==> src/hw/alu_pkg.sv <==
`default_nettype none

package alu_pkg;

	localparam int DATA_BITS = 16;
	localparam int SEQ_BITS = 8;
	localparam int SHIFT_BITS = 4;         // Low bits of b used as shift amount

	typedef logic [DATA_BITS-1:0] data_t;
	typedef logic [SEQ_BITS-1:0] seq_t;
	typedef logic [2:0] func_t;

	// Codes 4'h8 and up are illegal
	typedef enum logic [3:0]
	{
		ADD = 4'h0,
		SUB = 4'h1,
		AND = 4'h2,
		OR = 4'h3,
		XOR = 4'h4,
		SHL = 4'h5,
		SHR = 4'h6,
		PASS = 4'h7
	} opcode_e;

	// ALU function selects, SUB runs on the adder
	localparam func_t FN_ADD = 3'd0;
	localparam func_t FN_AND = 3'd1;
	localparam func_t FN_OR = 3'd2;
	localparam func_t FN_XOR = 3'd3;
	localparam func_t FN_SHL = 3'd4;
	localparam func_t FN_SHR = 3'd5;
	localparam func_t FN_PASS = 3'd6;

	typedef struct packed
	{
		opcode_e opcode;
		data_t a;
		data_t b;
	} cmd_t;                               // 36 bits

	typedef struct packed
	{
		func_t func;
		logic invert_b;
		logic carry_in;
		logic illegal;
		data_t a;
		data_t b;
		logic valid;
	} ctrl_t;

	typedef struct packed
	{
		seq_t seq;
		data_t value;
		logic carry;
		logic zero;
		logic illegal;
	} res_t;                               // 27 bits

endpackage

`default_nettype wire

==> src/hw/queue_pkg.sv <==
`default_nettype none

package queue_pkg;

	// Command queue, 4 entries
	localparam int CMD_ADDR_W = 2;

	// Result queue, 8 entries
	localparam int RES_ADDR_W = 3;

	// Almost-empty when count <= margin, almost-full when free slots <= margin.
	// Three covers the items in flight between decode and the result queue.
	localparam int ALMOST_MARGIN = 3;

endpackage

`default_nettype wire

==> src/hw/sync_fifo.sv <==
`timescale 1ns/1ps
`default_nettype none

module sync_fifo
#(
	parameter int ADDR_W = 2,
	parameter int DATA_W = 8
)
(
	input wire i_CLK,
	input wire i_RESET,
	input wire i_write_request,
	input wire i_read_request,
	input wire [DATA_W-1:0] i_data,
	output logic [DATA_W-1:0] o_data,
	output logic o_read_valid,
	output logic o_empty,
	output logic o_full,
	output logic o_almost_empty,
	output logic o_almost_full
);
	import queue_pkg::*;

	localparam int DEPTH = 2**ADDR_W;

	logic [DATA_W-1:0] mem [DEPTH];
	logic [ADDR_W-1:0] wr_ptr;
	logic [ADDR_W-1:0] rd_ptr;
	logic [ADDR_W:0] count;                // Extra bit so DEPTH fits
	logic [ADDR_W:0] count_next;
	logic wr_ok;
	logic rd_ok;

	assign wr_ok = i_write_request && !o_full;
	assign rd_ok = i_read_request && !o_empty;

	always_comb
	begin
		case ({wr_ok, rd_ok})
			2'b10: count_next = count + 1'b1;
			2'b01: count_next = count - 1'b1;
			default: count_next = count;   // Idle, or read and write together
		endcase
	end

	always_ff @(posedge i_CLK)
	begin
		if (wr_ok)
			mem[wr_ptr] <= i_data;
		if (rd_ok)
			o_data <= mem[rd_ptr];         // Registered output word
	end

	always_ff @(posedge i_CLK)
	begin
		if (i_RESET)
		begin
			wr_ptr <= '0;
			rd_ptr <= '0;
			count <= '0;
			o_read_valid <= 1'b0;
			o_empty <= 1'b1;
			o_full <= 1'b0;
			o_almost_empty <= 1'b1;
			o_almost_full <= 1'b0;
		end
		else
		begin
			if (wr_ok)
				wr_ptr <= wr_ptr + 1'b1;   // Wraps at DEPTH
			if (rd_ok)
				rd_ptr <= rd_ptr + 1'b1;
			count <= count_next;
			o_read_valid <= rd_ok;
			// Flags follow the new count
			o_empty <= (count_next == '0);
			o_full <= (count_next == (ADDR_W+1)'(DEPTH));
			o_almost_empty <= (int'(count_next) <= ALMOST_MARGIN);
			o_almost_full <= ((DEPTH - int'(count_next)) <= ALMOST_MARGIN);
		end
	end

endmodule

`default_nettype wire

==> src/hw/cmd_decode.sv <==
`timescale 1ns/1ps
`default_nettype none

module cmd_decode
(
	input wire i_CLK,
	input wire i_RESET,
	input wire alu_pkg::cmd_t i_cmd,
	input wire i_cmd_valid,
	input wire i_res_almost_full,
	output logic o_cmd_read,
	output alu_pkg::ctrl_t o_ctrl
);
	import alu_pkg::*;

	ctrl_t ctrl_next;

	// Keep popping while the result queue has room
	assign o_cmd_read = !i_res_almost_full;

	always_comb
	begin
		ctrl_next = '0;
		ctrl_next.a = i_cmd.a;
		ctrl_next.b = i_cmd.b;
		ctrl_next.valid = i_cmd_valid;
		case (i_cmd.opcode)
			ADD: ctrl_next.func = FN_ADD;
			SUB:
			begin
				ctrl_next.func = FN_ADD;   // a + ~b + 1
				ctrl_next.invert_b = 1'b1;
				ctrl_next.carry_in = 1'b1;
			end
			AND: ctrl_next.func = FN_AND;
			OR: ctrl_next.func = FN_OR;
			XOR: ctrl_next.func = FN_XOR;
			SHL: ctrl_next.func = FN_SHL;
			SHR: ctrl_next.func = FN_SHR;
			PASS: ctrl_next.func = FN_PASS;
			default: ctrl_next.illegal = 1'b1;
		endcase
	end

	always_ff @(posedge i_CLK)
	begin
		if (i_RESET)
			o_ctrl <= '0;
		else
			o_ctrl <= ctrl_next;           // Valid for one cycle per pop
	end

endmodule

`default_nettype wire

==> src/hw/alu_execute.sv <==
`timescale 1ns/1ps
`default_nettype none

module alu_execute
(
	input wire i_CLK,
	input wire i_RESET,
	input wire alu_pkg::ctrl_t i_ctrl,
	output logic o_res_valid,
	output alu_pkg::data_t o_value,
	output logic o_carry,
	output logic o_zero,
	output logic o_illegal
);
	import alu_pkg::*;

	logic [DATA_BITS:0] sum;
	logic [SHIFT_BITS-1:0] shamt;
	data_t b_op;
	data_t value;
	logic carry;

	always_comb
	begin
		b_op = i_ctrl.invert_b ? ~i_ctrl.b : i_ctrl.b;
		sum = {1'b0, i_ctrl.a} + {1'b0, b_op} + (DATA_BITS+1)'(i_ctrl.carry_in);
		shamt = i_ctrl.b[SHIFT_BITS-1:0];
		carry = 1'b0;
		case (i_ctrl.func)
			FN_ADD:
			begin
				value = sum[DATA_BITS-1:0];
				carry = sum[DATA_BITS];    // On SUB, set when no borrow
			end
			FN_AND: value = i_ctrl.a & i_ctrl.b;
			FN_OR: value = i_ctrl.a | i_ctrl.b;
			FN_XOR: value = i_ctrl.a ^ i_ctrl.b;
			FN_SHL: value = i_ctrl.a << shamt;
			FN_SHR: value = i_ctrl.a >> shamt;   // Logical
			FN_PASS: value = i_ctrl.a;
			default: value = '0;
		endcase
		if (i_ctrl.illegal)
		begin
			value = '0;
			carry = 1'b0;
		end
	end

	always_ff @(posedge i_CLK)
	begin
		if (i_RESET)
			o_res_valid <= 1'b0;
		else
			o_res_valid <= i_ctrl.valid;
	end

	always_ff @(posedge i_CLK)
	begin
		if (i_ctrl.valid)
		begin
			o_value <= value;
			o_carry <= carry;
			o_zero <= (value == '0);
			o_illegal <= i_ctrl.illegal;
		end
	end

endmodule

`default_nettype wire

==> src/hw/result_pack.sv <==
`timescale 1ns/1ps
`default_nettype none

module result_pack
(
	input wire i_CLK,
	input wire i_RESET,
	input wire i_res_valid,
	input wire alu_pkg::data_t i_value,
	input wire i_carry,
	input wire i_zero,
	input wire i_illegal,
	output logic o_write,
	output alu_pkg::res_t o_res
);
	import alu_pkg::*;

	seq_t seq;                             // Next number to hand out

	assign o_write = i_res_valid;

	always_comb
	begin
		o_res.seq = seq;
		o_res.value = i_value;
		o_res.carry = i_carry;
		o_res.zero = i_zero;
		o_res.illegal = i_illegal;
	end

	// Wraps at 256, lets the host spot gaps
	always_ff @(posedge i_CLK)
	begin
		if (i_RESET)
			seq <= '0;
		else if (i_res_valid)
			seq <= seq + 1'b1;
	end

endmodule

`default_nettype wire

==> src/hw/alu_stream_engine.sv <==
`timescale 1ns/1ps
`default_nettype none

module alu_stream_engine
(
	input wire i_CLK,
	input wire i_RESET,
	input wire i_cmd_write,
	input wire alu_pkg::cmd_t i_cmd,
	output logic o_cmd_full,
	output logic o_cmd_almost_full,
	input wire i_res_read,
	output alu_pkg::res_t o_res,
	output logic o_res_valid,
	output logic o_res_empty,
	output logic o_res_almost_empty
);
	import alu_pkg::*;
	import queue_pkg::*;

	cmd_t cmd_q;
	logic cmd_valid;
	logic cmd_read;
	logic res_almost_full;
	ctrl_t ctrl;
	logic exe_valid;
	data_t exe_value;
	logic exe_carry;
	logic exe_zero;
	logic exe_illegal;
	logic res_write;
	res_t res_in;

	sync_fifo #(.ADDR_W(CMD_ADDR_W), .DATA_W($bits(cmd_t))) cmd_fifo0
	(
		.i_CLK(i_CLK),
		.i_RESET(i_RESET),
		.i_write_request(i_cmd_write),
		.i_read_request(cmd_read),
		.i_data(i_cmd),
		.o_data(cmd_q),
		.o_read_valid(cmd_valid),
		.o_empty(),                    // Read-valid covers emptiness
		.o_full(o_cmd_full),
		.o_almost_empty(),
		.o_almost_full(o_cmd_almost_full)
	);

	cmd_decode cmd_decode0
	(
		.i_CLK(i_CLK),
		.i_RESET(i_RESET),
		.i_cmd(cmd_q),
		.i_cmd_valid(cmd_valid),
		.i_res_almost_full(res_almost_full),
		.o_cmd_read(cmd_read),
		.o_ctrl(ctrl)
	);

	alu_execute alu_execute0
	(
		.i_CLK(i_CLK),
		.i_RESET(i_RESET),
		.i_ctrl(ctrl),
		.o_res_valid(exe_valid),
		.o_value(exe_value),
		.o_carry(exe_carry),
		.o_zero(exe_zero),
		.o_illegal(exe_illegal)
	);

	result_pack result_pack0
	(
		.i_CLK(i_CLK),
		.i_RESET(i_RESET),
		.i_res_valid(exe_valid),
		.i_value(exe_value),
		.i_carry(exe_carry),
		.i_zero(exe_zero),
		.i_illegal(exe_illegal),
		.o_write(res_write),
		.o_res(res_in)
	);

	// Margin keeps room for the three items in flight
	sync_fifo #(.ADDR_W(RES_ADDR_W), .DATA_W($bits(res_t))) res_fifo0
	(
		.i_CLK(i_CLK),
		.i_RESET(i_RESET),
		.i_write_request(res_write),
		.i_read_request(i_res_read),
		.i_data(res_in),
		.o_data(o_res),
		.o_read_valid(o_res_valid),
		.o_empty(o_res_empty),
		.o_full(),
		.o_almost_empty(o_res_almost_empty),
		.o_almost_full(res_almost_full)
	);

endmodule

`default_nettype wire

==> config.mk <==
export PLATFORM = sky130hd
export DESIGN_NAME = alu_stream_engine
export DESIGN_NICKNAME = d
export VERILOG_FILES = /design/src/hw/alu_pkg.sv /design/src/hw/queue_pkg.sv /design/src/hw/sync_fifo.sv /design/src/hw/cmd_decode.sv /design/src/hw/alu_execute.sv /design/src/hw/result_pack.sv /design/src/hw/alu_stream_engine.sv
export SDC_FILE = /design/constraint.sdc
export NUM_CORES = 1
export LEC_CHECK = 0
export ABC_AREA = 1
export BUFFER_PORTS_ARGS = -buffer_cell sky130_fd_sc_hd__buf_2
export CAP_MARGIN = 20
export CORE_AREA = 2 2 303 155
export CTS_BUF_LIST = sky130_fd_sc_hd__clkbuf_8
export DETAILED_ROUTE_END_ITERATION = 10
export DIE_AREA = 0 0 305 157
export MAX_ROUTING_LAYER = met4
export PLACE_DENSITY = 0.65
export SYNTH_ARGS = -nofsm -noshare
export SYNTH_HDL_FRONTEND = slang
export SYNTH_SLANG_ARGS = --single-unit
==> constraint.sdc <==
create_clock -name i_CLK -period 5.2 [get_ports i_CLK]
set_input_delay 1.3 -clock i_CLK [delete_from_list [all_inputs] [get_ports i_CLK]]
set_output_delay 1.3 -clock i_CLK [all_outputs]
set_load 0.005 [all_outputs]
# [Word level (Yosys, flattened, before mapping)]
# Memories as Yosys holds them, arrays and structs flattened. A register that Yosys moved wholly into a read port is not among the register bits.
# Index checks and enable logic that the tools add are counted.
[op_classes] addsub=13 muxes=12 shifts=2 n_reduce_logical=16 magnitude_cmp=3 n_bitwise=5 n_eq_ne=19
[ops] cell="$pmux W16 S7" n=1
[ops] cell="$le A32 B3 Y1 const B" n=2
[ops] cell="$mux W16" n=2
[ops] cell="$pmux W3 S6" n=1
[ops] cell="$add A16 B16 Y17" n=1
[ops] cell="$add A17 B1 Y17" n=1
[ops] cell="$and A16 B16 Y16" n=1
[ops] cell="$eq A4 B3 Y1 const B" n=4
[ops] cell="$logic_not A16 Y1" n=1
[ops] cell="$not A16 Y16" n=1
[ops] cell="$or A16 B16 Y16" n=1
[ops] cell="$shl A16 B4 Y16" n=1
[ops] cell="$shr A16 B4 Y16" n=1
[ops] cell="$xor A16 B16 Y16" n=1
[ops] cell="$eq A3 B3 Y1 const B" n=4
[ops] cell="$add A3 B1 Y3 const B" n=3
[ops] cell="$add A8 B1 Y8 const B" n=1
[ops] cell="$eq A4 B2 Y1 const B" n=2
[ops] cell="$logic_not A4 Y1" n=2
[ops] cell="$pmux W4 S2" n=1
[ops] cell="$reduce_or A8 Y1" n=1
[ops] cell="$eq A3 B2 Y1 const B" n=2
[ops] cell="$logic_not A3 Y1" n=2
[ops] cell="$pmux W3 S2" n=1
[ops] cell="18 further kinds" n=32
[word_totals] memories=2 word_cells=100 out_inout_bits=32 ram_bits=360 ff_bits=93 input_bits=40
[memory_table] name="res_fifo0.mem" words=8 word_bits=27 rd=1 rd_ports_with_merged_regs=1 wr=1 line="sync_fifo.sv:26" text="logic [DATA_W-1:0] mem [DEPTH];"
[memory_table] name="cmd_fifo0.mem" words=4 word_bits=36 rd=1 rd_ports_with_merged_regs=1 wr=1 line="sync_fifo.sv:26"

# [Longest topological paths before layout]
# Gate-level depths: netlist of the first run.
[depth] word_depth=7 depth_mapped=19 ltp_nobuf=18

# [Modules after synthesis]
# A second synthesis of the first run with hierarchy kept.
[hier_totals] cells_unflattened=2200 hier_area_um2=23359.9
[by_module_without_submodules] mod="sync_fifo (res_fifo0)" n_inst=1 cells_per_inst=764 area_per_inst_um2=9929.5 seq_area_each_um2=7597.3
[by_module_without_submodules] mod="sync_fifo (cmd_fifo0)" n_inst=1 cells_per_inst=455 area_per_inst_um2=7307.0 seq_area_each_um2=5645.4
[by_module_without_submodules] mod="alu_execute" n_inst=1 cells_per_inst=787 area_per_inst_um2=4460.5 seq_area_each_um2=590.6
[by_module_without_submodules] mod="cmd_decode" n_inst=1 cells_per_inst=126 area_per_inst_um2=1151.1 seq_area_each_um2=760.7
[by_module_without_submodules] mod="result_pack" n_inst=1 cells_per_inst=68 area_per_inst_um2=511.7 seq_area_each_um2=160.2

# [Worst setup path after synthesis of the first run]
# No wires, ideal clock.
[synth_path] path_kind="in2reg" from="in i_res_read" to="reg res_fifo0.o_full" stages=14 setup_time_ns=0.064 t_required_ns=5.136 path_buffers=0 setup_slack_ns=0.996 arrival_ns=4.139 cell_sequence="inv_1 nor2_1 ha_1 ha_1 nand2_1 nor2_1 a211oi_1 nand2_1 nand2_1 nor2_1 xnor2_1 nor2_1 inv_1 nor2_1"
[synth_between] elab_chain_cells=4 word_cells_on_any_way=5 classes_between="eq/ne: 3; mux: 1; reduce/logical: 1"
[synth_lines] item="start: declaration" line="alu_stream_engine.sv:12" text="input wire i_res_read,"
[synth_lines] item="$logic_and A1 B1 Y1 *" line="sync_fifo.sv:35" text="assign rd_ok = i_read_request && !o_empty;"
[synth_lines] item="via res_fifo0.rd_ok" line="sync_fifo.sv:32" text="logic rd_ok;"
[synth_lines] item="$eq A2 B1 Y1 / $eq A2 B2 Y1 (equally long branches)" line="sync_fifo.sv:39" text="case ({wr_ok, rd_ok})"
[synth_lines] item="$pmux W4 S2 *" line="sync_fifo.sv:39"
[synth_lines] item="$eq A4 B4 Y1 *" line="sync_fifo.sv:77" text="o_full <= (count_next == (ADDR_W+1)'(DEPTH));"
[synth_lines] item="end signal: assignment" line="sync_fifo.sv:77"
[synth_lines] item="end: declaration" line="sync_fifo.sv:18" text="output logic o_full,"
# The timed path passes the listed nets; every way through them passes the cells marked *.
# A chain may end at the register's enable or synchronous reset.

# [Worst setup path after layout of the first run]
[layout_path] from="in i_cmd_write" to="reg cmd_fifo0.o_almost_full"
[layout_between] elab_chain_cells=5 word_cells_on_any_way=6 classes_between="add/sub: 1; order compare: 1; eq/ne: 2; mux: 1; reduce/logical: 1"
[layout_lines] item="start: declaration" line="alu_stream_engine.sv:8" text="input wire i_cmd_write,"
[layout_lines] item="$logic_and A1 B1 Y1 *" line="sync_fifo.sv:34" text="assign wr_ok = i_write_request && !o_full;"
[layout_lines] item="$eq A2 B1 Y1 / $eq A2 B2 Y1 (equally long branches)" line="sync_fifo.sv:39"
[layout_lines] item="$pmux W3 S2 *" line="sync_fifo.sv:39"
[layout_lines] item="$sub A3 B3 Y4 *" line="sync_fifo.sv:79" text="o_almost_full <= ((DEPTH - int'(count_next)) <= ALMOST_MARGIN);"
[layout_lines] item="$le A32 B3 Y1 *" line="sync_fifo.sv:79"
[layout_lines] item="end signal: assignment" line="sync_fifo.sv:79"
[layout_lines] item="end: declaration" line="sync_fifo.sv:20" text="output logic o_almost_full"
# Mark *: on every way between the ends. The rest lies on a longest branch, timed or not.

==> metrics.md, run 1 <==
| Metric | Value |
|---|---|
| CTS tree | done |
| Max incr delay on CP | 420 ps |
| CP arrival | 3560 ps |
| Pre-antenna DRT Iters | 6 |
| Full die area | 0.0479 mm2 |
| CP Class | in -> reg |
| Max VDD drop | roughly 220 uV |
| Clock Skew | approximately 38 ps |
| Ratio of cells with drive above 1 in the final layout | a little over a tenth |
| Routed vias/inst | 5.25 |
| Slew Limit Fails | 0 |
| Setup_tns | 0 ps |
| Crit path max-delay cell type | fa_1 |
| Fin crit share | roughly three fifths |
| Cell row count | 55 |
| Largest net degree at the start of global routing | 81 |
| Post-synth EDFFs | 442 |
| Max-slew headroom | 36.0% |
| Syn Nets | about 2200 |
| Share of synthesized registers carrying an async set or reset | 0% |
| Seq/Total Area, Yosys | approximately two thirds |
| Non-Filler Instances | between 2000 and 3000 |
| Cells after Synth | 2107 |
| Cell Pwr Density | about 470 mW/mm2 |
| Crit-path max FO | 9 |
| CTS max path bufs | 3 |
| Die height | ~160 um |
| Critical Path RT | 5700 ps |
| Status | complete, no violations |
| Final min period | ~3100 ps |
| Initial antenna violation count | 1 |
| Hold-fix buffers, CTS | 0 |
| Initial DRC Count | roughly 1300 |
| Inserted Clock Buffers | between 70 and 80 |
| Worst skew pair latency | about 630 ps |
| Dpl ws | roughly 1500 ps |
| Flops & latches, synth | 515 |
| # Post-CTS Setup Buffers | 0 |
| Netlist Area Pre-Place | between 0.02 and 0.025 mm2 |
| Vias in the first global route | about 14000 |
| Die width | slightly above 300 um |
| Wire per inst | about 17 um |
| Netlist cell types | between 40 and 50 |
| Startpoint Class | input port |
| Yosys warning count | 0 |
| Boundary Pins | slightly above 70 |
| CTS H-tree depth | 3 |
| Worst setup EP type | register |
| Starting Density | about half |
| Syn avg cell area | about 11 um2 |
| Fmax | 0.326 GHz |
| Placed cells | 2706 |
| Post-CTS sizing | 0 |
| Worst Tran Pin Value | about 960 ps |
| WL final | between 40 and 50 mm |
| Cell Chain, Critical Path | buf_2 > inv_1 > nor2_1 > clkinv_1 > ha_1 > inv_1 > fa_1 > nor2_1 > a21oi_1 > and2_1 > ha_1 > o21ai_0 > o21a_1 |
| Antenna-violating nets left | 0 |
| Cell area after layout | roughly 0.025 mm2 |
| Root Driver | clkbuf_8 |
| Leakage power | ~9.7 nW |
| Power Total | about 12 mW |
| Clock slew at reported path FFs | ~60 ps |
| Ys flop type | edfxtp_1 |
| Max_cap viols | 0 |
| Final hold vios | 0 |
| # DRC | 0 |
| RSZ-0062 raised after global routing | no |
| Hold WC Path Type | reg -> reg |
| First-pass GRT wire length | around 77 mm |
| GR Overflow Total | 0 |
| Overall via count from detail_route | roughly 15000 |
| Area Growth Syn to Fin | 10.8% |
| Buffers added on ports | 71 |
| DP Area | approximately 0.023 mm2 |
| GP Congestion | 0.935 |
| Total Routing Usage GR | approximately 21% |
| HPWL Detailed | between 20 and 30 mm |
| # clock sinks | 515 |
| Core ar. | roughly 0.045 mm2 |
| Finish-stage setup viols | 0 |
| Total Nets Final | ~2300 |
| Setup ws final | ~2100 ps |
-- stage by stage --
stage | utilization [%] | hold WS [ps]
6_report | 55.2 | 383
5_1_grt | 55.2 | 417
4_1_cts | 55.1 | 394
3_5_place_dp | 52.0 | 393
3_3_place_gp | 52.0 | 396
2_1_floorplan | - | 388
-- registers in the layout (all words and copies together) (netlist names), 4 cells and up --
name                  flops
res_fifo0.mem           216
cmd_fifo0.o_data         36
res_fifo0.count           4
result_pack0.seq          8
cmd_decode0.o_ctrl       38
res_fifo0.o_data         27
alu_execute0.o_value     16
cmd_fifo0.mem           144
-- kinds of logic after synthesis --
family                     count (synthesis)  share of synthesized area, %
buffers and inverters                    275                          4.89
xor gates and xnor gates                  21                         0.821
adders and majority gates                 67                          3.84
AOI/OAI and AO/OA                        361                          8.79
DFF                                      515                          65.8
and+or+nand+nor                          868                          15.8
-- power by group --
part	internal [mW]	total, mW	switching (mW)
sequential	5.12	5.48	0.353
combinational	0.957	2.97	2.01
clock	1.59	3.12	1.52
-- path summary, 6_finish.rpt --
check | end | slack [ps] | startpoint | depth (start not counted)
setup reg to reg | alu_execute0.o_zero | 2140 | cmd_decode0.o_ctrl[1] | 17
hold reg to reg | cmd_decode0.o_ctrl[0] | 380 | cmd_fifo0.o_read_valid | 2
setup / recovery | cmd_fifo0.o_almost_full | 2140 | i_cmd_write | 13
hold / removal | cmd_decode0.o_ctrl[0] | 380 | cmd_fifo0.o_read_valid | 2
-- routing by layer --
metal	track usage [%]	routed length, um	up-vias	part of all wire (%)
met3	4.07	3030	84	6.2
met2	32.6	21800	415	44
met1	29.4	23100	6995	47
met5	-	0	-	0
li1	-	-	7424	-
met4	6.60	1090	0	2.2
-- worst max-delay path, delay by kind of cell --
family                   cells  cell delay [ps]
AND/OR/NAND/NOR              3              370
buffers and inverters        4              550
adder cells (fa/ha/maj)      3             1020
AO/OA/AOI/OAI                3              340
-- cells in the mapped netlist (6+ instances only) --
cell type / count / area, um2
a21oi_1: 45 / 225
buf_1: 10 / 37.5
buf_4: 6 / 45.0
o21ai_0: 208 / 1040
clkbuf_1: 67 / 251
inv_2: 7 / 26.3
o22ai_1: 64 / 400
edfxtp_1: 442 / 13300
nand3_1: 125 / 626
dfxtp_1: 73 / 1460
buf_2: 11 / 55.1
or2_2: 6 / 37.5
and2_1: 6 / 37.5
ha_1: 64 / 801
o211ai_1: 6 / 45.0
inv_1: 167 / 627
xor2_1: 18 / 158
nor2_1: 411 / 1540
nand2_1: 282 / 1060
nor3_1: 16 / 80.1
nand4_1: 9 / 56.3
a31oi_1: 28 / 175
-- cells in the final DEF (no fill, tap or decap), types with 64 or more instances in the layout --
master	n
buf_2	71
edfxtp_1	442
clkbuf_8	81
o21ai_0	208
nand3_1	125
ha_1	64
dfxtp_1	70
inv_1	187
nor2_1	397
o22ai_1	64
nand2_1	282
-- final cells by class --
| cell class | count | area, um2 |
|---|---|---|
| Timing Repair Buffer | 99 | 578 |
| Inverter | 178 | 673 |
| Tap cell | 598 | 748 |
| Clock buffer | 81 | 1110 |
| Sequential cell | 515 | 14700 |
| Clock inverter | 53 | 320 |
| Multi-Input combinational cell | 1317 | 6630 |
| Fill cell | 3835 | 20100 |
| Antenna cell | 1 | 2.50 |
Note: power is estimated with default switching activity, not from simulation.
==> run 2: changes to the inputs <==
Settings changed: PLACE_DENSITY 0.65 to 0.67.
Clock period 5.2 ns to 2.7 ns, I/O delays scaled along.
==> metrics.md, run 2 (synthesis gave the netlist of run 1 again) <==
| Metric | Value |
|---|---|
| Status | complete, no violations |
| CTS H-tree depth | 3 (unchanged) |
| Final hold vios | 0 (unchanged) |
| Worst R2R Start | cmd_decode0.o_ctrl[1] |
| Die width | 305 um (unchanged) |
| Slew Limit Fails | 0 (unchanged) |
| CP arrival | 2900 ps (-660 ps) |
| Clock Skew | 24.4 ps (-13.2 ps) |
| Largest Register | res_fifo0.mem |
| Wire per inst | 17.4 um (+0.91%) |
| Fmax | around 0.41 GHz |
| Total Routing Usage GR | 21.7% (+0.28 points) |
| Worst skew pair latency | 620 ps (about the same) |
| Pre-antenna DRT Iters | 6 (unchanged) |
| Ratio of cells with drive above 1 in the final layout | 11.6% (+1.1 points) |
| Starting Density | 49.8% (unchanged) |
| Routed vias/inst | 5.32 (+1.3%) |
| Core ar. | 0.0449 mm2 (unchanged) |
| Initial DRC Count | 1455 (+8.7%) |
| Hold Path Depth | 1 (-1) |
| Internal power | 14.5 mW (+89%) |
| Fin crit share | 90.2% |
| Vias in the first global route | 14502 (+3.7%) |
| Non-Filler Instances | 2861 (+0.67%) |
| Largest net degree at the start of global routing | 74 (-8.6%) |
| Initial antenna violation count | 1 (unchanged) |
| Die height | 157 um (unchanged) |
| # clock sinks | 515 (unchanged) |
| # DRC | 0 (unchanged) |
| Fin util | 55.6% (+0.40 points) |
| Largest regs | res_fifo0.mem x216, cmd_fifo0.mem x144, cmd_decode0.o_ctrl x38 |
| Boundary Pins | 72 (unchanged) |
| Combinational share of power | 27.4% (+1.7 points) |
| Hold WC Path Type | in -> reg |
| Overall via count from detail_route | 15219 (+2.0%) |
| Post-CTS sizing | 0 (unchanged) |
| GP Congestion | 0.991 (+5.9%) |
| Setup_tns | 0 ps (unchanged) |
| Cell row count | 55 (unchanged) |
| First-pass GRT wire length | 78.7 mm (+1.6%) |
| Max incr delay on CP | 410 ps (about the same) |
| Clock network fraction of total power | 25.0% (-2.0 points) |
| CP most frequent cell | nand2_1 |
| Max-slew headroom | 35.5% (-0.41 points) |
| Sw Pwr | 7.49 mW (+93%) |
| RSZ-0062 raised after global routing | no |
| Worst hold path startpoint | i_cmd[35] |
| Max_cap viols | 0 (unchanged) |
| Antenna-violating nets left | 0 (unchanged) |
| Worst Tran Pin Value | 965 ps (+6.16 ps) |
| Worst R2R Setup Slack | 260 ps (-1870 ps) |
| Full die area | 0.0479 mm2 (unchanged) |
| Max VDD drop | 414 uV (+89%) |
| Hold-fix buffers, CTS | 0 (unchanged) |
| R2r endpoint | alu_execute0.o_zero |
| Cell Chain, Critical Path | nand2_1 > nand2_1 > inv_1 > fa_1 > inv_2 > nand3_1 > nand2_1 > nand2_1 > nand2_1 > nand2_1 > nand3_1 > nand3_1 > nand2_1 > nand2_1 > nor2_1 > nand3_1 > nor2_1 |
| Worst setup EP type | register |
| Finish-stage setup viols | 0 (unchanged) |
| Crit path max-delay cell type | dfxtp_1 |
| # Post-CTS Setup Buffers | 0 (unchanged) |
| Clock slew at reported path FFs | 70 ps (about the same) |
| Buffers added on ports | 71 (unchanged) |
| Sequential share of power | 47.6% (+0.2 points) |
| CTS tree | done |
| CP Class | reg -> reg |
| Total Nets Final | 2315 (+1.0%) |
| Max FFs per register | 216 (unchanged) |
| Worst-case reg-to-reg path depth | 17 (unchanged) |
| Commonest non-fill, non-tap cell in the layout | edfxtp_1 |
| Power Total | 22.0 mW (+91%) |
| Min-Delay Endpoint | cmd_fifo0.mem[2][35] |
| Area Growth Syn to Fin | 11.6% |
| Final min period | around 2400 ps |
| WL final | 49.9 mm (+1.6%) |
| Cell Pwr Density | 882 mW/mm2 (+89%) |
| Worst hold margin | 261 ps (-121 ps) |
| Critical Path RT | 3160 ps (-2540 ps) |
| CTS max path bufs | 3 (unchanged) |
| Startpoint Class | register |
| Root Driver | clkbuf_8 |
| Leakage power | 9.77 nW (+1.1%) |
| Placed cells | 2732 (+0.96%) |
| GR Overflow Total | 0 (unchanged) |
| Inserted Clock Buffers | 72 (-1.4%) |
| HPWL Detailed | 30.5 mm (+3.7%) |
| Switch share | 34.0% (+0.38 points) |
| Crit-path max FO | 4 (-5) |
| Commonest cells after routing, fill and taps aside | edfxtp_1 (442), nor2_1 (396), nand2_1 (282) |
==> run 2: changes by cell type in the layout (fill, tap and decap cells not counted), moves of 2 or more <==
cell / change
buf_12: +9
buf_4: +16
bufinv_16: -3
clkbuf_8: -4
clkinv_1: -5
clkinv_2: +2
inv_1: +2
==> run 2: through the flow <==
stage	cell area, um2	worst slack (ps)
3_5_place_dp	23700	41.4
4_1_cts	25000	183
5_1_grt	25000	7.45
2_1_floorplan	22400	-242
3_3_place_gp	23700	83.2
6_report	25000	265
==> run 2: worst max path at each step <==
stage               cells past startpoint                     start                 endpoint  slack, ps
floorplan                               4               i_cmd_write      cmd_fifo0.mem[0][0]       -240
global placement                       13               i_cmd_write        cmd_fifo0.o_empty         80
detailed placement                     13               i_cmd_write        cmd_fifo0.o_empty         40
CTS                                    15  alu_execute0.o_res_valid  res_fifo0.o_almost_full        180
global route                           15  alu_execute0.o_res_valid         res_fifo0.o_full          7
finish                                 17     cmd_decode0.o_ctrl[1]      alu_execute0.o_zero        260
==> run 2: critical path: cells and delay by family (launching register included) <==
family | cells | cell delay, ps
and+or+nand+nor | 14 | 1320
DFF | 1 | 410
adders and majority gates | 1 | 390
buffers and inverters | 2 | 170
==> run 2: layout make-up <==
cell class | instances | area [um2]
antenna | 1 | 2.50
clock buffer | 77 | 1060
clock inverter | 51 | 236
fill | 3845 | 20000
inverter | 178 | 673
multi-input combinational | 1317 | 6650
sequential | 515 | 14700
tap | 598 | 748
timing repair buffer | 124 | 878
==> run 2: layer usage <==
layer	track usage, %	up-vias	share of wire, %
met4	7.73	0	2.6
met5	-	-	0
met2	33.8	447	46
li1	-	7456	-
met3	3.68	97	6.3
met1	29.1	7219	45
==> run 2: power by group through the flow <==
stage          registers [mW]  clock network, mW  logic, mW
2_1_floorplan            10.4                  0       4.22
3_5_place_dp             10.7                  0       5.98
3_3_place_gp             10.6                  0       5.88
4_1_cts                  10.5               5.62       6.02
5_1_grt                  10.6               5.97       6.87
6_report                 10.5               5.50       6.04
==> run 3: changes to the inputs <==
Settings changed: ABC_AREA 1 to not set, CELL_PAD_IN_SITES_DETAIL_PLACEMENT set to 0, CELL_PAD_IN_SITES_GLOBAL_PLACEMENT set to 2, CORE_AREA 2 2 303 155 to 2 2 320 164, DIE_AREA 0 0 305 157 to 0 0 322 166, PLACE_DENSITY 0.67 to 0.76.
==> metrics.md, run 3 <==
| Metric | Value |
|---|---|
| Overall via count from detail_route | 12817 (-16%) |
| CP Class | reg -> reg |
| Boundary Pins | 72 (unchanged) |
| Clock Skew | 22.7 ps (-1.69 ps) |
| Failing checks | negative setup slack |
| Hold-fix buffers, CTS | 0 (unchanged) |
| Root Driver | clkbuf_8 |
| Fin util | 52.4% (-3.2 points) |
| Fin crit share | 119% (+29 points) |
| Finish-stage setup viols | 8 (+8) |
| Yosys top cell by area | edfxtp_1 |
| GP Congestion | 1.02 (+2.8%) |
| CTS tree | done |
| Status | finished with violations |
| Largest Register | res_fifo0.mem |
| Syn Nets | 1428 (-36%) |
| Max VDD drop | 500 uV (+21%) |
| Total Nets Final | 1750 (-24%) |
| Max FFs per register | 216 (unchanged) |
| Wire per inst | 23.4 um (+34%) |
| Post-synth EDFFs | 442 (unchanged) |
| Dpl ws | -837 ps (-879 ps) |
| Largest regs | res_fifo0.mem x216, cmd_fifo0.mem x144, cmd_decode0.o_ctrl x38 |
| Count leader, synth | edfxtp_1 |
| Fmax | 0.310 GHz (-24%) |
| Max-slew headroom | 56.9% (+21 points) |
| Netlist cell types | 75 (+83%) |
| # DRC | 0 (unchanged) |
| Initial antenna violation count | 2 (+1) |
| Worst skew pair latency | 640 ps (+20 ps) |
| Synth cell count leaders | edfxtp_1 (442), mux4_2 (112), dfxtp_1 (73), nor2_1 (73), ha_1 (64) |
| Power Total | 23.5 mW (+6.8%) |
| Startpoint Class | register |
| GR Overflow Total | 0 (unchanged) |
| Final hold vios | 0 (unchanged) |
| Fillers | 4246 (+10%) |
| Yosys warning count | 0 (unchanged) |
| Critical Path RT | 3170 ps (about the same) |
| Non-Filler Instances | 2375 (-17%) |
| Max_cap viols | 0 (unchanged) |
| Area Growth Syn to Fin | 21.4% |
| Final min period | 3220 ps (+789 ps) |
| # clock sinks | 515 (unchanged) |
| Cell Pwr Density | 882 mW/mm2 (about the same) |
| Worst Tran Pin Value | 644 ps (-321 ps) |
| Setup ws final | -524 ps (-789 ps) |
| Pre-antenna DRT Iters | 5 (-1) |
| Full die area | 0.0535 mm2 (+12%) |
| Starting Density | 43.2% (-6.7 points) |
| WL final | 55.6 mm (+11%) |
| Flops & latches, synth | 515 (unchanged) |
| Slew Limit Fails | 0 (unchanged) |
| Vias in the first global route | 12964 (-11%) |
| Leakage power | 9.51 nW (-2.7%) |
| Syn avg cell area | 16.6 um2 (+57%) |
| Worst R2R Setup Slack | -520 ps (-790 ps) |
| Commonest non-fill, non-tap cell in the layout | edfxtp_1 |
| Die height | 166 um (+5.7%) |
| Largest net degree at the start of global routing | 45 (-39%) |
| Ratio of cells with drive above 1 in the final layout | 37.1% (+25 points) |
| Placed cells | 2229 (-18%) |
| Cells after Synth | 1321 (-37%) |
| Worst setup EP type | register |
| Core ar. | 0.0509 mm2 (+13%) |
| Multi-input logic area | 0.00709 mm2 (+6.6%) |
| CTS max path bufs | 3 (unchanged) |
| Inserted Clock Buffers | 75 (+4.2%) |
| Initial DRC Count | 1308 (-10%) |
| Hold WC Path Type | in -> reg |
| Antenna-violating nets left | 0 (unchanged) |
| Reg area | 0.0148 mm2 (+0.11%) |
| Routed vias/inst | 5.40 (+1.5%) |
| Buffers added on ports | 71 (unchanged) |
| First-pass GRT wire length | 83.3 mm (+5.9%) |
| HPWL Detailed | 39.1 mm (+28%) |
| Yosys top cell area share | 60.4% (+1.1 points) |
| RSZ-0062 raised after global routing | yes |
| Synth area leaders | edfxtp_1 (60%), mux4_2 (11%), dfxtp_1 (6.6%), ha_1 (3.6%), mux2_2 (1.7%) |
| Netlist Area Pre-Place | 0.0220 mm2 (-1.8%) |
| Share of synthesized registers carrying an async set or reset | 0% (unchanged) |
| Seq/Total Area, Yosys | 67.0% (+1.2 points) |
| Total Routing Usage GR | 21.9% (+0.21 points) |
| Crit-path max FO | 2 (-2) |
| Commonest cells after routing, fill and taps aside | edfxtp_1 (442), buf_4 (219), mux4_2 (112) |
| Cell row count | 59 (+7.3%) |
| CP arrival | 3700 ps (+800 ps) |
| Die width | 322 um (+5.6%) |
| Clock slew at reported path FFs | 70 ps (about the same) |
| Ys flop type | edfxtp_1 |
| CTS H-tree depth | 3 (unchanged) |
[run 3: cell count changes in the layout (fill, tap and decap cells not counted), sizes merged, moves of 38 or more]
cell   before  now
inv       203   87
nor2      415   74
mux4        0  112
nor2b       0   45
o21ai     210   21
nand3     128   16
buf       124  312
mux2        0   38
nand2     282   48
o22ai      64    9
[run 3: final timing paths]
kind	from	endpoint	cells past startpoint
max	cmd_decode0.o_ctrl[2]	alu_execute0.o_zero	13
min	i_cmd[35]	cmd_fifo0.mem[3][35]	1
max reg2reg	cmd_decode0.o_ctrl[2]	alu_execute0.o_zero	13
min reg2reg	cmd_fifo0.o_read_valid	cmd_decode0.o_ctrl[0]	1
[run 3: kinds of logic after synthesis]
kind of cell | Yosys count | share of synthesized area (%)
buffers and inverters | 123 | 2.29
multiplexers | 177 | 14.7
AO/OA/AOI/OAI | 150 | 4.78
AND/OR/NAND/NOR | 250 | 5.81
adder cells (fa/ha/maj) | 67 | 3.91
flip-flops | 515 | 67.0
XOR/XNOR | 39 | 1.55
[run 3: metal layers]
layer  part of all wire [%]  global-route usage (%)  vias up
met5                      0                       -        -
met4                    1.3                    4.16        0
met3                    7.6                    5.51       72
met2                     38                    27.2      413
met1                     53                    35.6     6511
li1                       -                       -     5821
[run 3: report_power, final]
part	switching, mW	internal (mW)
clock network	2.93	2.96
registers	0.540	9.73
logic	3.87	3.51
total	7.34	16.2
[run 3: worst max-delay path, stage by stage (launching register included)]
cell and delay (ps):
dfxtp_4 380, xor2_2 150, inv_1 80, fa_2 380, nand3b_1 260, buf_6 180, a2111oi_4 390, buf_4 170
a2111o_1 220, a31oi_4 140, xnor2_2 180, nand2_2 100, nand4_1 170, nor4b_2 250
[run 3: layout make-up]
cell class	count	share of cell area, %
antenna	1	0.00937
clock buffer	77	3.97
clock inverter	60	1.28
inverter	56	0.787
multi-input combinational	683	26.5
sequential	515	55.3
tap	671	3.14
timing repair buffer	312	9.00
[run 3: stage by stage]
step	area [um2]	hold slack, ps	TNS (ps)
2_1_floorplan	22100	414	-1070
3_3_place_gp	24900	432	-3050
3_5_place_dp	24900	430	-3110
4_1_cts	26500	196	-1340
5_1_grt	26700	214	-2780
6_report	26700	253	-1790
[run 3: repair_timing]
| action | in CTS | in global routing |
|---|---|---|
| gates resized for setup | 28 | 36 |
| buffers inserted | 6 | 5 |
| hold endpoints to repair | 0 | 0 |
| endpoints found under the setup margin | 10 | 11 |
| pin swaps | 7 | 27 |
